File: config.mk
export PLATFORM = sky130hd
export DESIGN_NAME = fletcherChecker
export DESIGN_NICKNAME = d
export VERILOG_FILES = /design/src/fletcherPkg.sv /design/src/fletcherIfs.sv /design/src/fletcherEngine.sv /design/src/frameCheck.sv /design/src/csumRegs.sv /design/src/fletcherChecker.sv
export VERILOG_INCLUDE_DIRS = /design/src
export SDC_FILE = /design/constraint.sdc
export NUM_CORES = 1
export LEC_CHECK = 0
export ABC_AREA = 1
export BUFFER_PORTS_ARGS = -buffer_cell sky130_fd_sc_hd__buf_4
export CELL_PAD_IN_SITES_DETAIL_PLACEMENT = 0
export CELL_PAD_IN_SITES_GLOBAL_PLACEMENT = 1
export CORE_MARGIN = 5
export CORE_UTILIZATION = 47
export DETAILED_ROUTE_END_ITERATION = 10
export PLACE_DENSITY_LB_ADDON = 0.2
export SLEW_MARGIN = 25
export SYNTH_ARGS = -nofsm -noshare
export SYNTH_HDL_FRONTEND = slang
export SYNTH_HIERARCHICAL = 1
export SYNTH_SLANG_ARGS = --single-unit
File: constraint.sdc
create_clock -name clk -period 9.6 [get_ports clk]
set_input_delay 0.96 -clock clk [delete_from_list [all_inputs] [get_ports clk]]
set_output_delay 0.96 -clock clk [all_outputs]
set_load 0.02 [all_outputs]
File: src/fletcher_params.svh
`ifndef FLETCHER_PARAMS_SVH
`define FLETCHER_PARAMS_SVH

`define FL_WORD_W 16
`define FL_CSUM_W 32
`define FL_LEN_W 16
`define FL_ADDR_W 3

`define FL_REG_CTRL 3'd0
`define FL_REG_EXPECT 3'd1
`define FL_REG_LAST 3'd2
`define FL_REG_LEN 3'd3
`define FL_REG_FRAMES 3'd4
`define FL_REG_ERRORS 3'd5

`endif

File: src/fletcherPkg.sv
`default_nettype none

`include "fletcher_params.svh"

package fletcherPkg;

    // One word of the input stream
    typedef logic [`FL_WORD_W-1:0] word_t;

    // A running sum, kept modulo 65535 so 16'hFFFF also stands for zero
    typedef logic [`FL_WORD_W-1:0] halfSum_t;

    typedef struct packed {
        halfSum_t sumB; // Upper half of the checksum
        halfSum_t sumA; // Lower half of the checksum
    } csum_t;

    typedef logic [`FL_LEN_W-1:0] frameLen_t;

    typedef logic [`FL_ADDR_W-1:0] regAddr_t;

    typedef logic [`FL_CSUM_W-1:0] regData_t;

endpackage

`default_nettype wire

File: src/fletcherIfs.sv
`timescale 1ns/1ps
`default_nettype none

// Finished frame result from the engine, valid only while done is high
interface csumResultIf
    import fletcherPkg::*;
();
    logic      done;
    csum_t     checksum;
    frameLen_t length;

    modport engine (
        output done,
        output checksum,
        output length
    );

    modport check (
        input done,
        input checksum,
        input length
    );
endinterface

// Settings from the register block and per-frame status going back to it
interface csumStatusIf
    import fletcherPkg::*;
();
    logic      compareEn;
    csum_t     expected;
    logic      frameDone;
    logic      mismatch;
    csum_t     lastChecksum;
    frameLen_t lastLength;

    modport regs (
        output compareEn,
        output expected,
        input  frameDone,
        input  mismatch,
        input  lastChecksum,
        input  lastLength
    );

    modport check (
        input  compareEn,
        input  expected,
        output frameDone,
        output mismatch,
        output lastChecksum,
        output lastLength
    );
endinterface

`default_nettype wire

File: src/fletcherEngine.sv
`timescale 1ns/1ps
`default_nettype none

`include "fletcher_params.svh"

module fletcherEngine
    import fletcherPkg::*;
(
    input  wire logic  clk,
    input  wire logic  rst,
    input  wire logic  wordValid,
    input  wire word_t wordData,
    input  wire logic  wordLast,
    csumResultIf.engine res
);

    halfSum_t  sumA;
    halfSum_t  sumB;
    frameLen_t lenCnt;
    halfSum_t  nextA;
    halfSum_t  nextB;
    logic      frameEnd;

    // Ones' complement add, the carry out wraps back into bit 0
    function automatic halfSum_t eacAdd(input halfSum_t a, input halfSum_t b);
        logic [`FL_WORD_W:0] full;
        full = {1'b0, a} + {1'b0, b};
        return full[`FL_WORD_W-1:0] + halfSum_t'(full[`FL_WORD_W]);
    endfunction

    // All ones is the second encoding of zero and is reported as zero
    function automatic halfSum_t reduce(input halfSum_t s);
        return (s == '1) ? '0 : s;
    endfunction

    assign frameEnd = wordValid && wordLast;

    // B picks up the already updated A, as the checksum rule requires
    always_comb begin
        nextA = eacAdd(sumA, wordData);
        nextB = eacAdd(sumB, nextA);
    end

    always_ff @(posedge clk) begin
        if (rst) begin
            sumA   <= '0;
            sumB   <= '0;
            lenCnt <= '0;
        end else if (wordValid) begin
            if (wordLast) begin
                sumA   <= '0; // Next frame may start in the very next cycle
                sumB   <= '0;
                lenCnt <= '0;
            end else begin
                sumA   <= nextA;
                sumB   <= nextB;
                lenCnt <= lenCnt + 1'b1;
            end
        end
    end

    always_ff @(posedge clk) begin
        if (rst) begin
            res.done <= 1'b0;
        end else begin
            res.done <= frameEnd; // One-cycle pulse after the last word
        end
    end

    // Result fields are only looked at while done is high
    always_ff @(posedge clk) begin
        if (frameEnd) begin
            res.checksum.sumA <= reduce(nextA);
            res.checksum.sumB <= reduce(nextB);
            res.length        <= lenCnt + 1'b1; // Count includes the last word
        end
    end

endmodule

`default_nettype wire

File: src/frameCheck.sv
`timescale 1ns/1ps
`default_nettype none

module frameCheck
    import fletcherPkg::*;
(
    input  wire logic   clk,
    input  wire logic   rst,
    csumResultIf.check  res,
    csumStatusIf.check  status,
    output logic        csumValid,
    output csum_t       csum,
    output logic        csumMatch
);

    frameLen_t lenReg;
    logic      matchNow;

    // With comparison off every frame counts as a match
    assign matchNow = !status.compareEn || (res.checksum == status.expected);

    always_ff @(posedge clk) begin
        if (rst) begin
            csumValid <= 1'b0;
            csumMatch <= 1'b0;
        end else begin
            csumValid <= res.done;
            csumMatch <= res.done && matchNow; // Only meaningful alongside csumValid
        end
    end

    always_ff @(posedge clk) begin
        if (res.done) begin
            csum   <= res.checksum;
            lenReg <= res.length;
        end
    end

    // Status to the register block follows the top-level result pulse
    assign status.frameDone    = csumValid;
    assign status.mismatch     = csumValid && !csumMatch;
    assign status.lastChecksum = csum;
    assign status.lastLength   = lenReg;

endmodule

`default_nettype wire

File: src/csumRegs.sv
`timescale 1ns/1ps
`default_nettype none

`include "fletcher_params.svh"

module csumRegs
    import fletcherPkg::*;
(
    input  wire logic     clk,
    input  wire logic     rst,
    input  wire logic     regWrite,
    input  wire logic     regRead,
    input  wire regAddr_t regAddr,
    input  wire regData_t regWriteData,
    output regData_t      regReadData,
    output logic          regReadValid,
    csumStatusIf.regs     status
);

    csum_t     lastChecksum;
    frameLen_t lastLength;
    regData_t  frameCount;
    regData_t  errorCount;
    logic      ctrlWrite;
    logic      clearCounters;
    regData_t  readMux;

    assign ctrlWrite     = regWrite && (regAddr == `FL_REG_CTRL);
    assign clearCounters = ctrlWrite && regWriteData[1]; // Bit 1 is a strobe, never stored

    always_ff @(posedge clk) begin
        if (rst) begin
            status.compareEn <= 1'b0;
            status.expected  <= '0;
        end else begin
            if (ctrlWrite) begin
                status.compareEn <= regWriteData[0];
            end
            if (regWrite && (regAddr == `FL_REG_EXPECT)) begin
                status.expected <= csum_t'(regWriteData);
            end
        end
    end

    always_ff @(posedge clk) begin
        if (rst) begin
            frameCount   <= '0;
            errorCount   <= '0;
            lastChecksum <= '0;
            lastLength   <= '0;
        end else begin
            if (clearCounters) begin
                frameCount <= '0; // A clear wins over a frame finishing in the same cycle
                errorCount <= '0;
            end else if (status.frameDone) begin
                if (frameCount != '1) begin
                    frameCount <= frameCount + 1'b1;
                end
                if (status.mismatch && (errorCount != '1)) begin
                    errorCount <= errorCount + 1'b1;
                end
            end
            if (status.frameDone) begin
                lastChecksum <= status.lastChecksum;
                lastLength   <= status.lastLength;
            end
        end
    end

    always_comb begin
        case (regAddr)
            `FL_REG_CTRL:   readMux = regData_t'(status.compareEn);
            `FL_REG_EXPECT: readMux = regData_t'(status.expected);
            `FL_REG_LAST:   readMux = regData_t'(lastChecksum);
            `FL_REG_LEN:    readMux = regData_t'(lastLength);
            `FL_REG_FRAMES: readMux = frameCount;
            `FL_REG_ERRORS: readMux = errorCount;
            default:        readMux = '0;
        endcase
    end

    always_ff @(posedge clk) begin
        if (rst) begin
            regReadValid <= 1'b0;
        end else begin
            regReadValid <= regRead;
        end
    end

    always_ff @(posedge clk) begin
        if (regRead) begin
            regReadData <= readMux;
        end
    end

endmodule

`default_nettype wire

File: src/fletcherChecker.sv
`timescale 1ns/1ps
`default_nettype none

module fletcherChecker
    import fletcherPkg::*;
(
    input  wire logic     clk,
    input  wire logic     rst,
    input  wire logic     wordValid,
    input  wire word_t    wordData,
    input  wire logic     wordLast,
    output logic          csumValid,
    output csum_t         csum,
    output logic          csumMatch,
    input  wire logic     regWrite,
    input  wire logic     regRead,
    input  wire regAddr_t regAddr,
    input  wire regData_t regWriteData,
    output regData_t      regReadData,
    output logic          regReadValid
);

    csumResultIf res ();
    csumStatusIf status ();

    fletcherEngine engine (
        .clk       (clk),
        .rst       (rst),
        .wordValid (wordValid),
        .wordData  (wordData),
        .wordLast  (wordLast),
        .res       (res.engine)
    );

    // Compares each result against the expected value from the registers
    frameCheck check (
        .clk       (clk),
        .rst       (rst),
        .res       (res.check),
        .status    (status.check),
        .csumValid (csumValid),
        .csum      (csum),
        .csumMatch (csumMatch)
    );

    csumRegs regs (
        .clk          (clk),
        .rst          (rst),
        .regWrite     (regWrite),
        .regRead      (regRead),
        .regAddr      (regAddr),
        .regWriteData (regWriteData),
        .regReadData  (regReadData),
        .regReadValid (regReadValid),
        .status       (status.regs)
    );

endmodule

`default_nettype wire

==> results of run 1 <==
==> worst max-delay path, delay by kind of cell <==
kind / cells / cell delay, ns
AND/OR/NAND/NOR: 30 / 3.45
adder cells (fa/ha/maj): 7 / 1.71
buffers and inverters: 5 / 0.39
AO/OA/AOI/OAI: 4 / 0.55
==> logic make-up after synthesis <==
logic type,after synthesis,synth area share (%)
and+or+nand+nor,1400,33.5
buffers and inverters,388,9.47
DFF,325,44.0
AOI/OAI and AO/OA,261,7.95
xor gates and xnor gates,43,2.13
adders and majority gates,41,2.98
==> state kept, by name (all words and copies together) (netlist names), 16 cells and up <==
signal,flops
regs/lastChecksum,32
regs/status.expected,32
engine/res.checksum,32
check/csum,32
regs/errorCount,32
regs/regReadData,32
engine/sumA,16
engine/sumB,16
check/status.lastLength,16
engine/res.length,16
regs/frameCount,32
engine/lenCnt,16
regs/lastLength,16
==> through the flow <==
step,setup WS [ns],power (W),instances,utilization [%]
after global placement,2.46,0.00204,2997,50.1
after global routing,1.91,0.00357,3065,53.3
after floorplan,3.32,0.00188,2458,-
final,2.74,0.00341,3065,53.3
after detailed placement,2.24,0.00204,2997,50.1
after CTS,2.82,0.00345,3065,53.3
==> cell usage after synthesis, drive strengths merged (4+ instances only) <==
cell type  count  area [um2]
nand2        734        2820
nor2         435        1790
inv          282        1060
dfxtp        197        3940
nand3        165         908
edfxtp       128        3840
a21oi        116         588
o21ai        107         547
buf           56         427
clkbuf        49         184
nand4         43         269
ha            39         488
xnor2         25         219
o22ai         20         125
xor2          18         158
nor3          10        50.1
o2111ai       10        87.6
and2           5        32.5
or2            4        25.0
==> worst paths after layout <==
| check | startpoint | to | slack [ns] | depth (start not counted) |
|---|---|---|---|---|
| worst max-delay path | wordData[0] | engine/res.checksum[22]$_SDFFCE_PN0P_ | 2.74 | 46 |
| worst min-delay path | engine/res.length[13]$_DFFE_PP_ | check/status.lastLength[13]$_DFFE_PP_ | 0.42 | 0 |
| worst min register to register | engine/res.length[13]$_DFFE_PP_ | check/status.lastLength[13]$_DFFE_PP_ | 0.42 | 0 |
| worst max register to register | engine/sumA[0]$_SDFFE_PP0P_ | engine/res.checksum[22]$_SDFFCE_PN0P_ | 2.86 | 45 |
==> cells in the final DEF (no fill, tap or decap), types with 3 or more instances in the layout <==
| cell | synthesis | final |
|---|---|---|
| a21oi_1 | 114 | 114 |
| nand3_1 | 150 | 150 |
| nand2_2 | 13 | 14 |
| clkbuf_16 | 0 | 39 |
| nor2_4 | 11 | 13 |
| o22ai_1 | 20 | 20 |
| clkinv_1 | 1 | 3 |
| o2111ai_1 | 10 | 10 |
| nor3_1 | 10 | 10 |
| and2_1 | 4 | 4 |
| ha_1 | 39 | 39 |
| nand3_2 | 14 | 14 |
| clkbuf_1 | 49 | 11 |
| nor2_2 | 29 | 29 |
| o21ai_0 | 101 | 101 |
| edfxtp_1 | 128 | 128 |
| buf_4 | 34 | 133 |
| inv_2 | 8 | 10 |
| inv_1 | 273 | 272 |
| nand3b_1 | 3 | 3 |
| dfxtp_1 | 197 | 195 |
| xor2_1 | 18 | 18 |
| or2_2 | 3 | 3 |
| nand4_1 | 43 | 43 |
| xnor2_1 | 25 | 25 |
| nor2_1 | 395 | 393 |
| nand2_1 | 718 | 717 |
| o21ai_1 | 5 | 5 |
| clkinv_2 | 0 | 7 |
| clkbuf_8 | 0 | 3 |
==> power breakdown <==
group	switching, W	leakage (nW)	internal (W)
clock	0.000571	0.585	0.000824
combinational	0.000330	4.72	0.000155
sequential	0.0000371	2.83	0.00149
==> per-layer routing <==
metal	GRT usage [%]	vias to the layer above
li1	-	7959
met1	33.2	7156
met2	42.1	383
met3	4.35	84
met4	6.80	0
met5	0	-
==> final cells by class <==
cell class,instances,area (um2),share of cell area [%]
multi-input cells,1745,8250,41.4
flip-flops and latches,325,7790,39.1
inverters,283,1060,5.34
clock buffers,53,1060,5.31
repair buffers,133,998,5.01
well taps,511,639,3.21
clock inverters,15,131,0.659
==> impl_metrics.toml, run 1 <==
[status]
outcome = "finished, final reports clean"

[synth]
yosysSeqAreaShare_pct = 44.0
synth_edf_count = 128
synth-main-ff-cell = "dfxtp_1"
yosys_warnings = 6
async_reset_ff_share_pct = 0
syn_area_um2 = 17700
synth_area_per_cell_um2 = 7.20
yosys_register_bits = 325
synth_nets = 2556
synth_cells = 2458
synth_cell_types = 48

[timing]
fin_skew_ns = 0.0191
max_slew.worst_pin.slew_ns = 0.985
min_period_ns = 6.86
max_freq_ghz = 0.146
maxSlewViolCount = 0
hold_viol = 0
whs_ns = 0.417
finalSetupTns_ns = 0
slew_headroom_pct = 34.2
final.period_utilization_pct = 71.4
rsz0062_at_grt = "false"
setup_violations = 0

[critical_path]
critPathMostFrequentCell = "nand2_1"
cp_slowest_cell = "ha_1"
worstPathRequired_ns = 9.88
cp-start-kind = "input port"
arrival_ns = 7.14
critPathKind = "in -> reg"
slowest_delay_ns = 0.40
cp-end-kind = "flip-flop"
worstPathMaxFanout = 16

[grt]
antenna_found_initial = 0
grt_pass1_vias = 14600
gr-usage-all-layers_pct = 24.9
grt_first_pass_wirelength_um = 81400
grt_overflow = 0
grt_max_degree = 83

[run]
maxCapViolations = 0

[power]
p_leak_nw = 8.14
ir_drop_mv = 0.105
power.density_nw_per_um2 = 171

[cells_and_area]
finalNetCount = 2623
syn_to_final_growth_pct = 12.6
num-fill-cells = 3692
diodes = 0
stdcell_area_um2 = 19900
drive_gt1_share_pct = 11.0

[drt]
viasPerCell = 5.08
vias = 15600
drt-met1-wl_um = 23400
drt_iter0_markers = 1070
wl_per_cell_um = 17.2
highest_layer = "met4"
dr_wl_met2_um = 25200
drc = 0
ant_nets = 0
drt-total-wl_um = 52700
first_pass_iters = 5
wl_met3_um = 2750

[floorplanning]
num_rows = 71
ios = 124
die_w_um = 204
start_util_pct = 47.3
die_h_um = 204
dieArea_um2 = 41600
coreArea_um2 = 37400

[clock_tree]
clk_latency_ns = 0.55
cts-root-buf = "clkbuf_16"
clk_pin_slew_ns = 0.06
clock_path_buffers = 3
cts_hold_buf = 0
cts_tree = "yes"
cts.sinks = 325
cts_made_buffers = 37
post_cts_buffers = 0
post_cts_resize_count = 0
h-tree-depth = 2

[placement]
finalWeightedCongestion = 0.922
placed_cell_area_um2 = 18700
port_buffers = 123
hpwl_um = 40100

[hold_path]
min_path_type = "reg -> reg"
No activity file was read; power rests on OpenSTA's default activity.
==> inputs of run 2 (changes only) <==
CORE_UTILIZATION = 40   (was 47)
clock period = 6.05 ns   (was 9.6 ns; I/O delays follow)
==> run 2 against run 1 <==
  * Combinational power increased by 120%
  * Non-clock buffer count increased by 140
  * Core utilization decreased by 3.9 points
  * Sequential share of layout area decreased by 3.2 points
  * Clock power increased by 76%
  * Critical path type is now reg -> reg
  * Highest routed layer unchanged
==> impl_metrics.toml, run 2 (same netlist as run 1, synthesis figures left out) <==
[run]
maxCapViolations = 0

[hold_path]
holdPathEnd = "engine/lenCnt[0]$_SDFFE_PP0P_"
min_from = "wordValid"
min_path_type = "in -> reg"
whs_path_depth = 2

[critical_path]
worstPathRequired_ns = 6.35
critPathKind = "reg -> reg"
r2r-start = "engine/sumA[0]$_SDFFE_PP0P_"
cp_top_family = "simple AND/OR/NAND/NOR gates"
path_buf_inv = 7
cp-start-kind = "flip-flop"
cp-end-kind = "flip-flop"
cp_slowest_cell = "fa_2"
critPathMostFrequentCell = "nand2_2"
reg2reg_depth = 49
worstPathMaxFanout = 8
arrival_ns = 6.14
reg2reg_setup_slack_ns = 0.21
cp_num_cells = 49
slowest_delay_ns = 0.36
crit_start = "engine/sumA[0]$_SDFFE_PP0P_"
worstReg2RegEnd = "engine/res.checksum[25]$_SDFFCE_PN0P_"

[placement]
place_ws_ns = -0.624
finalWeightedCongestion = 0.907
port_buffers = 123
hpwl_um = 42800

[timing]
finalSetupTns_ns = 0
hold_viol = 0
rsz0062_at_grt = "true"
min_period_ns = 5.84
setup_violations = 0
fin_skew_ns = 0.0144
setup_ws_ns = 0.211
final.period_utilization_pct = 96.5
slew_headroom_pct = 39.5
maxSlewViolCount = 0
max_slew.worst_pin.slew_ns = 0.906
max_freq_ghz = 0.171

[cells_and_area]
multi_input_area_um2 = 8670
final_cell_mix = "nand2_1, nor2_1, buf_4"
final_common_cell = "nand2_1"
finalNetCount = 2764
syn_to_final_growth_pct = 22.8
drive_gt1_share_pct = 19.1
num-fill-cells = 4409
regArea_um2 = 7790

[drt]
viasPerCell = 4.95
vias = 16300
ant_nets = 0
drt-total-wl_um = 56600
drt_iter0_markers = 1122
first_pass_iters = 6
drc = 0
wl_per_cell_um = 17.2

[floorplanning]
coreArea_um2 = 44000
ios = 124
num_rows = 77
die_h_um = 220
dieArea_um2 = 48500
start_util_pct = 40.2
die_w_um = 220

[grt]
grt_max_degree = 83
grt_overflow = 0
antenna_found_initial = 1
grt_pass1_vias = 15900
grt_first_pass_wirelength_um = 87200
gr-usage-all-layers_pct = 22.9

[clock_tree]
h-tree-depth = 2
cts_hold_buf = 0
cts_made_buffers = 38
cts_tree = "yes"
cts.sinks = 325
clock_path_buffers = 3
clk_latency_ns = 0.54
clk_pin_slew_ns = 0.06
cts-root-buf = "clkbuf_16"

[power]
p_leak_nw = 8.91
power.density_nw_per_um2 = 273
ir_drop_mv = 0.212

[status]
outcome = "finished, final reports clean"
## run 2: changes by cell type in the layout (fill, tap and decap cells not counted), sizes merged
| cell | before | now |
|---|---|---|
| buf | 133 | 272 |
| bufinv | 2 | 6 |
| clkbuf | 53 | 50 |
| clkinv | 10 | 12 |
| inv | 285 | 283 |
| clkinvlp | 1 | 2 |
| diode | 0 | 1 |
## run 2: where the power goes
part | internal [W] | switching [W] | total [W]
Clock | 0.00151 | 0.000945 | 0.00245
Combinational | 0.000427 | 0.000622 | 0.00105
Sequential | 0.00237 | 0.0000594 | 0.00243
## run 2: area by class of cell
class	count	area share (%)
Antenna cell	1	0.0115
Clock buffer	49	4.90
Clock inverter	20	1.30
Inverter	283	4.91
Multi-Input combinational cell	1745	39.9
Sequential cell	325	35.9
Tap cell	592	3.41
Timing Repair Buffer	273	9.70
## run 2: worst register-to-register path: cells and delay by family, from the launching register on
family / cells / cell delay, ns
AOI/OAI and AO/OA: 5 / 0.64
adders and majority gates: 6 / 1.38
buffers and inverters: 7 / 0.58
DFF: 1 / 0.35
and+or+nand+nor: 31 / 2.65
## run 2: worst max-delay path by stage
stage,to
floorplan,engine/res.checksum[27]$_SDFFCE_PN0P_
global placement,engine/res.checksum[19]$_SDFFCE_PN0P_
global route,engine/res.checksum[29]$_SDFFCE_PN0P_
detailed placement,engine/res.checksum[24]$_SDFFCE_PN0P_
CTS,engine/res.checksum[18]$_SDFFCE_PN0P_
finish,engine/res.checksum[25]$_SDFFCE_PN0P_
## run 2: metal layers
layer | up-vias | track usage [%] | wire (um)
li1 | 8261 | - | -
met1 | 7555 | 29.4 | 24700
met2 | 376 | 39.7 | 27400
met3 | 100 | 3.54 | 2740
met4 | 0 | 7.51 | 1810
met5 | - | 0 | 0
## run 2: per-stage QoR
stage | instance area [um2] | instances | total power, W | utilization (%) | hold WS, ns
3_3_place_gp | 19800 | 3202 | 0.00342 | 44.9 | 0.405
4_1_cts | 21300 | 3277 | 0.00591 | 48.4 | 0.277
2_1_floorplan | 17700 | 2458 | 0.00299 | - | 0.400
3_5_place_dp | 19800 | 3203 | 0.00343 | 45.0 | 0.405
6_report | 21700 | 3288 | 0.00593 | 49.3 | 0.300
5_1_grt | 21700 | 3287 | 0.00619 | 49.3 | 0.276
## run 2: timing repair
item                       in CTS  in global routing
pin swaps                      22                 51
gates resized for setup        28                 87
hold endpoints to repair        0                  0
gates cloned                    1                  0
setup endpoints to repair      18                 24
setup buffers                   4                 10
